===== src/common/drive_pkg.sv =====
package drive_pkg;

    // Drive commands as they arrive from the controller
    // Codes 6 and 7 have no name and fall back to STOP
    typedef enum logic [2:0] {
        STOP       = 3'd0,
        FAST_LEFT  = 3'd1,
        LEFT       = 3'd2,
        STRAIGHT   = 3'd3,
        RIGHT      = 3'd4,
        HARD_RIGHT = 3'd5
    } drive_cmd_e;

    // Bytes per JSON line, closing newline included
    localparam int JSON_LEN = 28;

    // Byte index into the line
    localparam int JSON_IDX_W = $clog2(JSON_LEN);

    // Index of the newline, the last byte sent
    localparam logic [JSON_IDX_W-1:0] JSON_LAST = JSON_IDX_W'(JSON_LEN - 1);

endpackage


===== src/common/uart_pkg.sv =====
package uart_pkg;

    localparam int CLKS_PER_BIT = 4;  // Fixed bit period in clocks
    localparam int FRAME_BITS   = 10; // Start, 8 data, stop
    localparam int DATA_BITS    = FRAME_BITS - 2;

    // Counter widths and terminal counts
    localparam int CLK_CNT_W = $clog2(CLKS_PER_BIT);
    localparam int BIT_CNT_W = $clog2(DATA_BITS);
    localparam logic [CLK_CNT_W-1:0] LAST_CLK = CLK_CNT_W'(CLKS_PER_BIT - 1);
    localparam logic [BIT_CNT_W-1:0] LAST_BIT = BIT_CNT_W'(DATA_BITS - 1);

    // Transmitter states
    typedef enum logic [1:0] {
        IDLE  = 2'd0,
        START = 2'd1,
        DATA  = 2'd2,
        STOP  = 2'd3
    } uart_state_e;

endpackage


===== src/command_translator/command_translator.sv =====
module command_translator (
    input  logic                  clk,
    input  logic                  rst,
    input  drive_pkg::drive_cmd_e command,
    input  logic                  valid,
    input  logic                  uart_ready,
    output logic [7:0]            ascii_out,
    output logic                  cmd_ready
);
    import drive_pkg::*;

    drive_cmd_e            cmd_q;    // Command of the line in flight
    logic [JSON_IDX_W-1:0] idx;      // Byte currently offered to the UART
    logic [7:0]            t_char;
    logic [39:0]           l_field;  // Five ASCII characters
    logic [39:0]           r_field;
    logic [8*JSON_LEN-1:0] line_bits;
    logic [7:0]            line [JSON_LEN];
    logic                  start_line;

    // New line only when nothing is pending on ascii_out
    assign start_line = valid && !cmd_ready;

    // Per-command fields of the line
    always_comb begin
        case (cmd_q)
            FAST_LEFT: begin
                t_char  = "1";
                l_field = "-0.50";
                r_field = "00.50";
            end
            LEFT: begin
                t_char  = "1";
                l_field = "-0.25";
                r_field = "00.25";
            end
            STRAIGHT: begin
                t_char  = "1";
                l_field = "00.50";
                r_field = "00.50";
            end
            RIGHT: begin
                t_char  = "1";
                l_field = "00.25";
                r_field = "-0.25";
            end
            HARD_RIGHT: begin
                t_char  = "1";
                l_field = "00.50";
                r_field = "-0.50";
            end
            default: begin  // STOP and the unnamed codes
                t_char  = "0";
                l_field = "00.00";
                r_field = "00.00";
            end
        endcase
    end

    // {"T":t,"L":lllll,"R":rrrrr} plus newline, first byte in the top bits
    assign line_bits = {"{\"T\":", t_char,
                        ",\"L\":", l_field,
                        ",\"R\":", r_field,
                        "}", 8'h0a};

    // Split into bytes, byte 0 at index 0
    always_comb begin
        for (int i = 0; i < JSON_LEN; i++) begin
            line[i] = line_bits[8*(JSON_LEN-1-i) +: 8];
        end
    end

    // Zero when no line is in progress
    assign ascii_out = cmd_ready ? line[idx] : 8'h00;

    always_ff @(posedge clk) begin
        if (rst) begin
            cmd_ready <= 1'b0;
            idx       <= '0;
        end else if (start_line) begin
            cmd_ready <= 1'b1;
            idx       <= '0;
        end else if (cmd_ready && uart_ready) begin
            if (idx == JSON_LAST) begin
                cmd_ready <= 1'b0;  // Newline taken, line done
                idx       <= '0;
            end else begin
                idx <= idx + 1'b1;
            end
        end
    end

    // Command stays frozen for the whole line
    always_ff @(posedge clk) begin
        if (start_line) begin
            cmd_q <= command;
        end
    end

endmodule


===== src/rtl/command_hold.sv =====
module command_hold (
    input  logic                  clk,
    input  logic                  rst,
    input  drive_pkg::drive_cmd_e command,
    input  logic                  valid,
    input  logic                  cmd_ready,
    output drive_pkg::drive_cmd_e pend_cmd,
    output logic                  pend_valid
);
    import drive_pkg::*;

    drive_cmd_e held_cmd;
    logic       held;   // A request is waiting
    logic       issue;

    // Translator idle and no pulse already on its way
    // A fresh request beats the held one
    assign issue = !cmd_ready && !pend_valid && (valid || held);

    always_ff @(posedge clk) begin
        if (rst) begin
            held       <= 1'b0;
            pend_valid <= 1'b0;
        end else begin
            pend_valid <= issue;
            if (issue) begin
                held <= 1'b0;
            end else if (valid) begin
                held <= 1'b1;  // Busy, keep the newest
            end
        end
    end

    always_ff @(posedge clk) begin
        if (valid) begin
            held_cmd <= command;  // Latest request always wins
        end
        if (issue) begin
            pend_cmd <= valid ? command : held_cmd;
        end
    end

endmodule


===== src/rtl/drive_link_top.sv =====
module drive_link_top (
    input  logic                  clk,
    input  logic                  rst,
    input  drive_pkg::drive_cmd_e command,
    input  logic                  valid,
    output logic                  tx,
    output logic                  busy
);
    import drive_pkg::*;

    drive_cmd_e pend_cmd;
    logic       pend_valid;
    logic [7:0] ascii_out;
    logic       cmd_ready;
    logic       uart_ready;

    assign busy = cmd_ready;  // High while a line is being sent

    command_hold command_hold_inst (
        .clk        (clk),
        .rst        (rst),
        .command    (command),
        .valid      (valid),
        .cmd_ready  (cmd_ready),
        .pend_cmd   (pend_cmd),
        .pend_valid (pend_valid)
    );

    command_translator command_translator_inst (
        .clk        (clk),
        .rst        (rst),
        .command    (pend_cmd),
        .valid      (pend_valid),
        .uart_ready (uart_ready),
        .ascii_out  (ascii_out),
        .cmd_ready  (cmd_ready)
    );

    uart_tx uart_tx_inst (
        .clk        (clk),
        .rst        (rst),
        .data       (ascii_out),
        .data_valid (cmd_ready),
        .data_taken (uart_ready),
        .tx         (tx)
    );

endmodule


===== src/uart_tx/uart_tx.sv =====
module uart_tx (
    input  logic       clk,
    input  logic       rst,
    input  logic [7:0] data,
    input  logic       data_valid,
    output logic       data_taken,
    output logic       tx
);
    import uart_pkg::*;

    uart_state_e          state;
    logic [CLK_CNT_W-1:0] clk_cnt;   // Clocks into the current bit
    logic [BIT_CNT_W-1:0] bit_cnt;   // Data bit being sent
    logic [7:0]           shift_q;
    logic                 bit_end;

    assign bit_end = (clk_cnt == LAST_CLK);

    // Load happens in the same cycle as the pulse
    assign data_taken = (state == IDLE) && data_valid;

    always_ff @(posedge clk) begin
        if (rst) begin
            state   <= IDLE;
            clk_cnt <= '0;
            bit_cnt <= '0;
        end else begin
            case (state)
                IDLE: begin
                    clk_cnt <= '0;
                    if (data_valid) begin
                        state <= START;
                    end
                end
                START: begin
                    if (bit_end) begin
                        clk_cnt <= '0;
                        bit_cnt <= '0;
                        state   <= DATA;
                    end else begin
                        clk_cnt <= clk_cnt + 1'b1;
                    end
                end
                DATA: begin
                    if (bit_end) begin
                        clk_cnt <= '0;
                        if (bit_cnt == LAST_BIT) begin
                            state <= STOP;
                        end else begin
                            bit_cnt <= bit_cnt + 1'b1;
                        end
                    end else begin
                        clk_cnt <= clk_cnt + 1'b1;
                    end
                end
                STOP: begin
                    if (bit_end) begin
                        clk_cnt <= '0;
                        state   <= IDLE;  // Next take one cycle later
                    end else begin
                        clk_cnt <= clk_cnt + 1'b1;
                    end
                end
                default: state <= IDLE;
            endcase
        end
    end

    // Shift register, LSB goes out first
    always_ff @(posedge clk) begin
        if (data_taken) begin
            shift_q <= data;
        end else if (state == DATA && bit_end) begin
            shift_q <= {1'b0, shift_q[7:1]};
        end
    end

    // Line level per state
    always_comb begin
        case (state)
            START:   tx = 1'b0;
            DATA:    tx = shift_q[0];
            default: tx = 1'b1;  // Idle and stop bit
        endcase
    end

endmodule

===== config.mk =====
export PLATFORM = sky130hd
export DESIGN_NAME = drive_link_top
export DESIGN_NICKNAME = d
export VERILOG_FILES = /design/src/common/drive_pkg.sv /design/src/common/uart_pkg.sv /design/src/command_translator/command_translator.sv /design/src/rtl/command_hold.sv /design/src/rtl/drive_link_top.sv /design/src/uart_tx/uart_tx.sv
export SDC_FILE = /design/constraint.sdc
export NUM_CORES = 1
export LEC_CHECK = 0
export BUFFER_PORTS_ARGS = -buffer_cell sky130_fd_sc_hd__buf_2
export CORE_AREA = 4 4 106 68
export DETAILED_ROUTE_END_ITERATION = 7
export DIE_AREA = 0 0 110 72
export PLACE_DENSITY = 0.53
export SETUP_SLACK_MARGIN = 0.5
export SYNTH_ARGS = -nofsm -noshare
export SYNTH_HDL_FRONTEND = slang
export SYNTH_HIERARCHICAL = 1
export SYNTH_SLANG_ARGS = --single-unit

===== constraint.sdc =====
create_clock -name clk -period 3 [get_ports clk]
set_clock_uncertainty 0.05 [all_clocks]
set_input_delay 0.6 -clock clk [delete_from_list [all_inputs] [get_ports clk]]
set_output_delay 0.6 -clock clk [all_outputs]
set_load 0.05 [all_outputs]

### Word level (Yosys, flattened, before mapping)

Index checks and enable logic that the tools add are counted.
Widths: inputs -> output; s select.

* input port bits: 6
* bits in registers: 32

* reductions and logical operators: 23
* $lt $le $gt $ge: 1
* $add $sub $neg: 3
* multiplexer cells: 27
* equal/unequal tests: 17
* bitwise gates (word level): 1

Operator list (count)
* $pmux 37 s4: 2
* $bmux 8 s5: 1
* $mux 8: 5
* $mux 2: 6
* $mux 3: 4
* $eq 3x3->1 const B: 3
* $ne 2x1->1 const B: 4
* $pmux 2 s4: 1
* $reduce_bool 2->1: 4
* $reduce_or 2->1: 4
* $eq 2x2->1 const B: 3
* $eq 3x2->1 const B: 2
* $ge 6x6->1 const B: 1
* $logic_and 1x1->1: 6
* $not 5->6: 1
* $pmux 3 s2: 1
* $add 5x1->5 const B: 1
* $eq 5x5->1 const B: 1
* $mux 5: 1
* $reduce_and 5->1: 1
* $reduce_or 5->1: 1
* $mux 1: 4
* $ne 2x2->1 const B: 2
* $pmux 2 s2: 1
* other kinds (11): 12

### Depth between registers and ports, before layout

* depth after elaboration: 8
* mapped depth: 8
* mapped depth without buffers: 8

### Cells and area by module

Netlist, hierarchy kept.

Modules (own cells, without submodules)
* command_translator: area each 1051.0 um2, cells each 136, sequential area each 210.2 um2, times used 1
* uart_tx: area each 797.0 um2, cells each 66, sequential area each 380.4 um2, times used 1
* command_hold: area each 256.5 um2, cells each 16, sequential area each 190.2 um2, times used 1

### Least setup slack after synthesis

No wires, ideal clock.

* path type: reg2out
* from: reg uart_tx_inst.state[0]
* to: out tx
* setup slack: 0.566 ns
* data required time: 2.350 ns
* arrival: 1.784 ns
* path buffers: 0
* cell stages (with the launch flop): 4
* path through: dfxtp_1 inv_1 ha_1 o21ai_0

* word-level cells in the longest chain between the ends: 2

RTL lines
* start: declaration: RTL line uart_tx.sv:11 `uart_state_e state;`
* start signal: assignment: RTL line uart_tx.sv:24 `state <= IDLE;`
* start signal: assignment: RTL line uart_tx.sv:32 `state <= START;`
* start signal: assignment: RTL line uart_tx.sv:39 `state <= DATA;`
* $eq 2x2->1 / $eq 2x1->1 (equally long branches): RTL line uart_tx.sv:80 `case (state)`
* $pmux 1 s2 *: RTL line uart_tx.sv:80
* end: declaration: RTL line drive_link_top.sv:6 `output logic tx,`

Every way passes the cells marked *; elsewhere a longest branch is shown, timed or not.

### Worst setup path after layout

* from: reg command_translator_inst.idx[0]
* to: reg uart_tx_inst.shift_q[1], data pin

* word-level cells in the longest chain between the ends: 6

RTL lines
* start: declaration: RTL line command_translator.sv:13 `logic [JSON_IDX_W-1:0] idx;`
* start signal: assignment: RTL line command_translator.sv:88 `idx <= idx + 1'b1;`
* $not 5->6 (not written as such): RTL line command_translator.sv:74 `assign ascii_out = cmd_ready ? line[idx] : 8'h00;`
* $bmux 8 s5: RTL line command_translator.sv:74
* $mux 8 (not written as such) (2 in a row): RTL line command_translator.sv:74
* $mux 8: RTL line command_translator.sv:74
* via ascii_out[1]: RTL line drive_link_top.sv:13 `logic [7:0] ascii_out;`
* $mux 8: RTL line uart_tx.sv:71 `if (data_taken) begin`
* end signal: assignment: RTL line uart_tx.sv:72 `shift_q <= data;`
* end signal: assignment: RTL line uart_tx.sv:74 `shift_q <= {1'b0, shift_q[7:1]};`
* end: declaration: RTL line uart_tx.sv:14 `logic [7:0] shift_q;`

The timed path passes the listed nets, and every way through them passes these cells. The select of a mux whose other input is x is not followed.
A chain may end at the register's enable or synchronous reset.

==> flow_metrics.tcl <==
set metrics [dict create \
    ys_ff_latch 32 \
    seqPwrFrac_pct 42.8 \
    layout.nets 243 \
    worstPathRequired_ns 2.98 \
    dr.pass1.iters 4 \
    die_h_um 72 \
    place_congestion 0.8857 \
    antenna_cells 0 \
    async_flop_share_pct 0 \
    hold_class "reg2reg" \
    switching_share_pct 29.80 \
    layout-drive-gt1-share_pct 17.12 \
    cp-start-kind "flop" \
    overflow 0 \
    p_leak_nw 0.8536 \
    wl_met3_um 173 \
    drcViolationCount 0 \
    avgSynthCellArea_um2 9.654 \
    setup_ws_ns 0.8100 \
    fin_total_pwr_mw 1.262 \
    clock-sinks 32 \
    r2r_end "uart_tx_inst/shift_q[1]" \
    crit_path_end_kind "flop" \
    core-area_um2 6360 \
    syn-cell-area_um2 2105 \
    std_cell_rows 23 \
    clkPwrFrac_pct 32.7 \
    cts_max_level 2 \
    cts.clk_slew.worst_paths_ns 0.07 \
    yosysWarnings 6 \
    final.fill_count 653 \
    relSlewSlack_pct 55.47 \
    finalCritPeriodShare_pct 73.00 \
    synth.distinct_cells 63 \
    wl_met1_um 2518 \
    crit_arrival_ns 2.17 \
    crit_fanout 15 \
    period_needed_ns 2.190 \
    intPower_uw 885.6 \
    outcome "completed" \
    drv_slew 0 \
    hpwlAfterDp_um 3237 \
    grt_setup_unrepaired "false" \
    layout_common_cells "nand2_1, dfxtp_1, ha_1" \
    top_layer_used "met3" \
    fp.dieW_um 110 \
    regToRegStartpoint "command_translator_inst/idx[0]" \
    ys_seq_area_share_pct 37.10 \
    syn_nets 240 \
    pin_count 8 \
    synth_edf_count 14 \
    clock.fmax_mhz 456.6 \
    wl_met2_um 1663 \
    power.density_nw_per_um2 548.9 \
    r2r_cells 7 \
    fin_area_um2 2298 \
    cts.repair.resized 0 \
    postPlaceCellArea_um2 2187 \
    cts_hold_buf 0 \
    p_sw_uw 376.0 \
    cts.repair_timing.setup_buffer_count 0 \
    synthToLayoutAreaGrowth_pct 9.215 \
    pwr-share-comb_pct 24.6 \
    cts_buffers 5 \
    finalSetupTns_ns 0 \
    vias 1538 \
    grt_pass1_wl_um 7051 \
    cp-endpoint "uart_tx_inst/shift_q[1]" \
    final_common_cell "nand2_1" \
    grt_max_degree 22 \
    vdd_ir_drop_max_mv 0.2496 \
    grt_util_all_layers_pct 11.30 \
    worstSetupStartpoint "command_translator_inst/idx[0]" \
    drtAntennaViolNets 0 \
    cts_tree "done" \
    cts.path.max_buffers 2 \
    crit_type "reg2reg" \
    setup_viol 0 \
    hold_viol_final 0 \
    dieArea_um2 7920 \
    drt-initial-drc-count 71 \
    drv_cap 0 \
    first_global_vias 1405 \
    worstSkewPairLatency_ns 0.28 \
    synth_cells 218 \
    io_buffers 7 \
    wl_per_cell_um 14.09 \
    vias_per_cell 4.977 \
    ys.flop_type "dfxtp_1" \
    antenna_found_initial 0 \
    r2r_slack_ns 0.81 \
    initial_core_util_pct 33.09 \
    post-place-ws_ns 0.8582 \
    root_buffer "clkbuf_8" \
    tightest_slew_ns 0.6671 \
    totalWireLength_um 4355 \
]
==> cell usage after synthesis, types with 2 or more instances <==
| library cell | count | area share (%) |
|---|---|---|
| o311ai_1 | 2 | 0.83 |
| nor2b_1 | 10 | 3.0 |
| xor2_1 | 2 | 0.83 |
| nand3b_1 | 3 | 1.1 |
| a21boi_0 | 2 | 0.71 |
| o21a_1 | 2 | 0.71 |
| a211oi_1 | 3 | 1.1 |
| buf_2 | 7 | 1.7 |
| inv_2 | 2 | 0.36 |
| o221ai_1 | 2 | 0.83 |
| o211ai_1 | 5 | 1.8 |
| a31oi_1 | 3 | 0.89 |
| nor2_1 | 8 | 1.4 |
| nor3_1 | 4 | 0.95 |
| mux2i_1 | 4 | 1.9 |
| inv_1 | 8 | 1.4 |
| nor3b_1 | 3 | 1.1 |
| and2_1 | 2 | 0.59 |
| nand2_1 | 19 | 3.4 |
| ha_1 | 16 | 9.5 |
| xnor2_1 | 2 | 0.83 |
| clkbuf_1 | 2 | 0.36 |
| dfxtp_1 | 18 | 17 |
| mux2_2 | 10 | 5.4 |
| or3_1 | 3 | 0.89 |
| a21oi_1 | 11 | 2.6 |
| o21ai_0 | 2 | 0.48 |
| buf_4 | 5 | 1.8 |
| nand3_1 | 5 | 1.2 |
| nand2b_1 | 7 | 2.1 |
| edfxtp_1 | 14 | 20 |
==> routing by layer <==
metal	global-route usage, %	vias up
li1	-	791
met1	18.15	722
met2	14.38	25
met3	3.911	0
met4	1.660	0
met5	0	-
==> sequential cells by signal (all words and copies together) (netlist names) <==
register / count
uart_tx_inst/bit_cnt: 3
command_translator_inst/cmd_q: 3
uart_tx_inst/clk_cnt: 2
command_hold_inst/held: 1
command_hold_inst/pend_cmd: 3
uart_tx_inst/shift_q: 8
command_translator_inst/cmd_ready: 1
command_hold_inst/held_cmd: 3
command_translator_inst/idx: 5
uart_tx_inst/state: 2
command_hold_inst/pend_valid: 1
==> final cells by class <==
cell class	count	area (µm²)	share of cell area, %
Clock buffer	5	68.82	2.994
Clock inverter	3	42.54	1.851
Inverter	10	37.54	1.633
Multi-Input combinational cell	161	1195	51.99
Sequential cell	32	780.7	33.97
Tap cell	87	108.9	4.736
Timing Repair Buffer	11	65.06	2.831
==> worst min-delay path by stage <==
stage,from,endpoint,cells past startpoint
after floorplan,command_hold_inst/pend_cmd[0],command_translator_inst/cmd_q[0],0
after global placement,command_hold_inst/pend_cmd[1],command_translator_inst/cmd_q[1],0
after detailed placement,command_hold_inst/pend_cmd[2],command_translator_inst/cmd_q[2],0
after CTS,command_hold_inst/pend_cmd[2],command_translator_inst/cmd_q[2],0
after global routing,command_hold_inst/pend_cmd[0],command_translator_inst/cmd_q[0],0
final,command_hold_inst/pend_cmd[2],command_translator_inst/cmd_q[2],0
==> power by group through the flow <==
stage          registers, mW  logic [mW]  clock network, mW
3_5_place_dp           0.550       0.313                  0
2_1_floorplan          0.539       0.248                  0
3_3_place_gp           0.549       0.312                  0
6_report               0.540       0.310              0.412
5_1_grt                0.544       0.341              0.452
4_1_cts                0.540       0.313              0.425
==> kinds of logic (layout without fill, tap and decap cells) <==
group           after synthesis  in the layout  synth area share [%]
compound gates               48             48                 16.77
mux                          14             14                 7.253
other cells                   1              1                0.1782
simple gates                 77             77                 20.63
xor+xnor                      5              5                 2.438
fa+ha+maj                    16             16                 9.512
flops                        32             32                 37.10
buf+inv                      25             29                 6.124
==> through the flow <==
stage | cells | hold WS (ns) | util, %
after detailed placement | 301 | 0.3545 | 34.39
after CTS | 309 | 0.3723 | 36.14
after floorplan | 218 | 0.3503 | -
final | 309 | 0.3722 | 36.14
after global routing | 309 | 0.3881 | 36.14
after global placement | 301 | 0.3559 | 34.39
==> critical path, cell delays in order (launching register included) <==
cell and delay, ns:
dfxtp_1 0.67, inv_2 0.14, ha_1 0.36, inv_1 0.07, a21oi_1 0.05, o311ai_0 0.28, a21oi_1 0.06, mux2_2 0.26
Note: power is estimated with default switching activity, not from simulation.
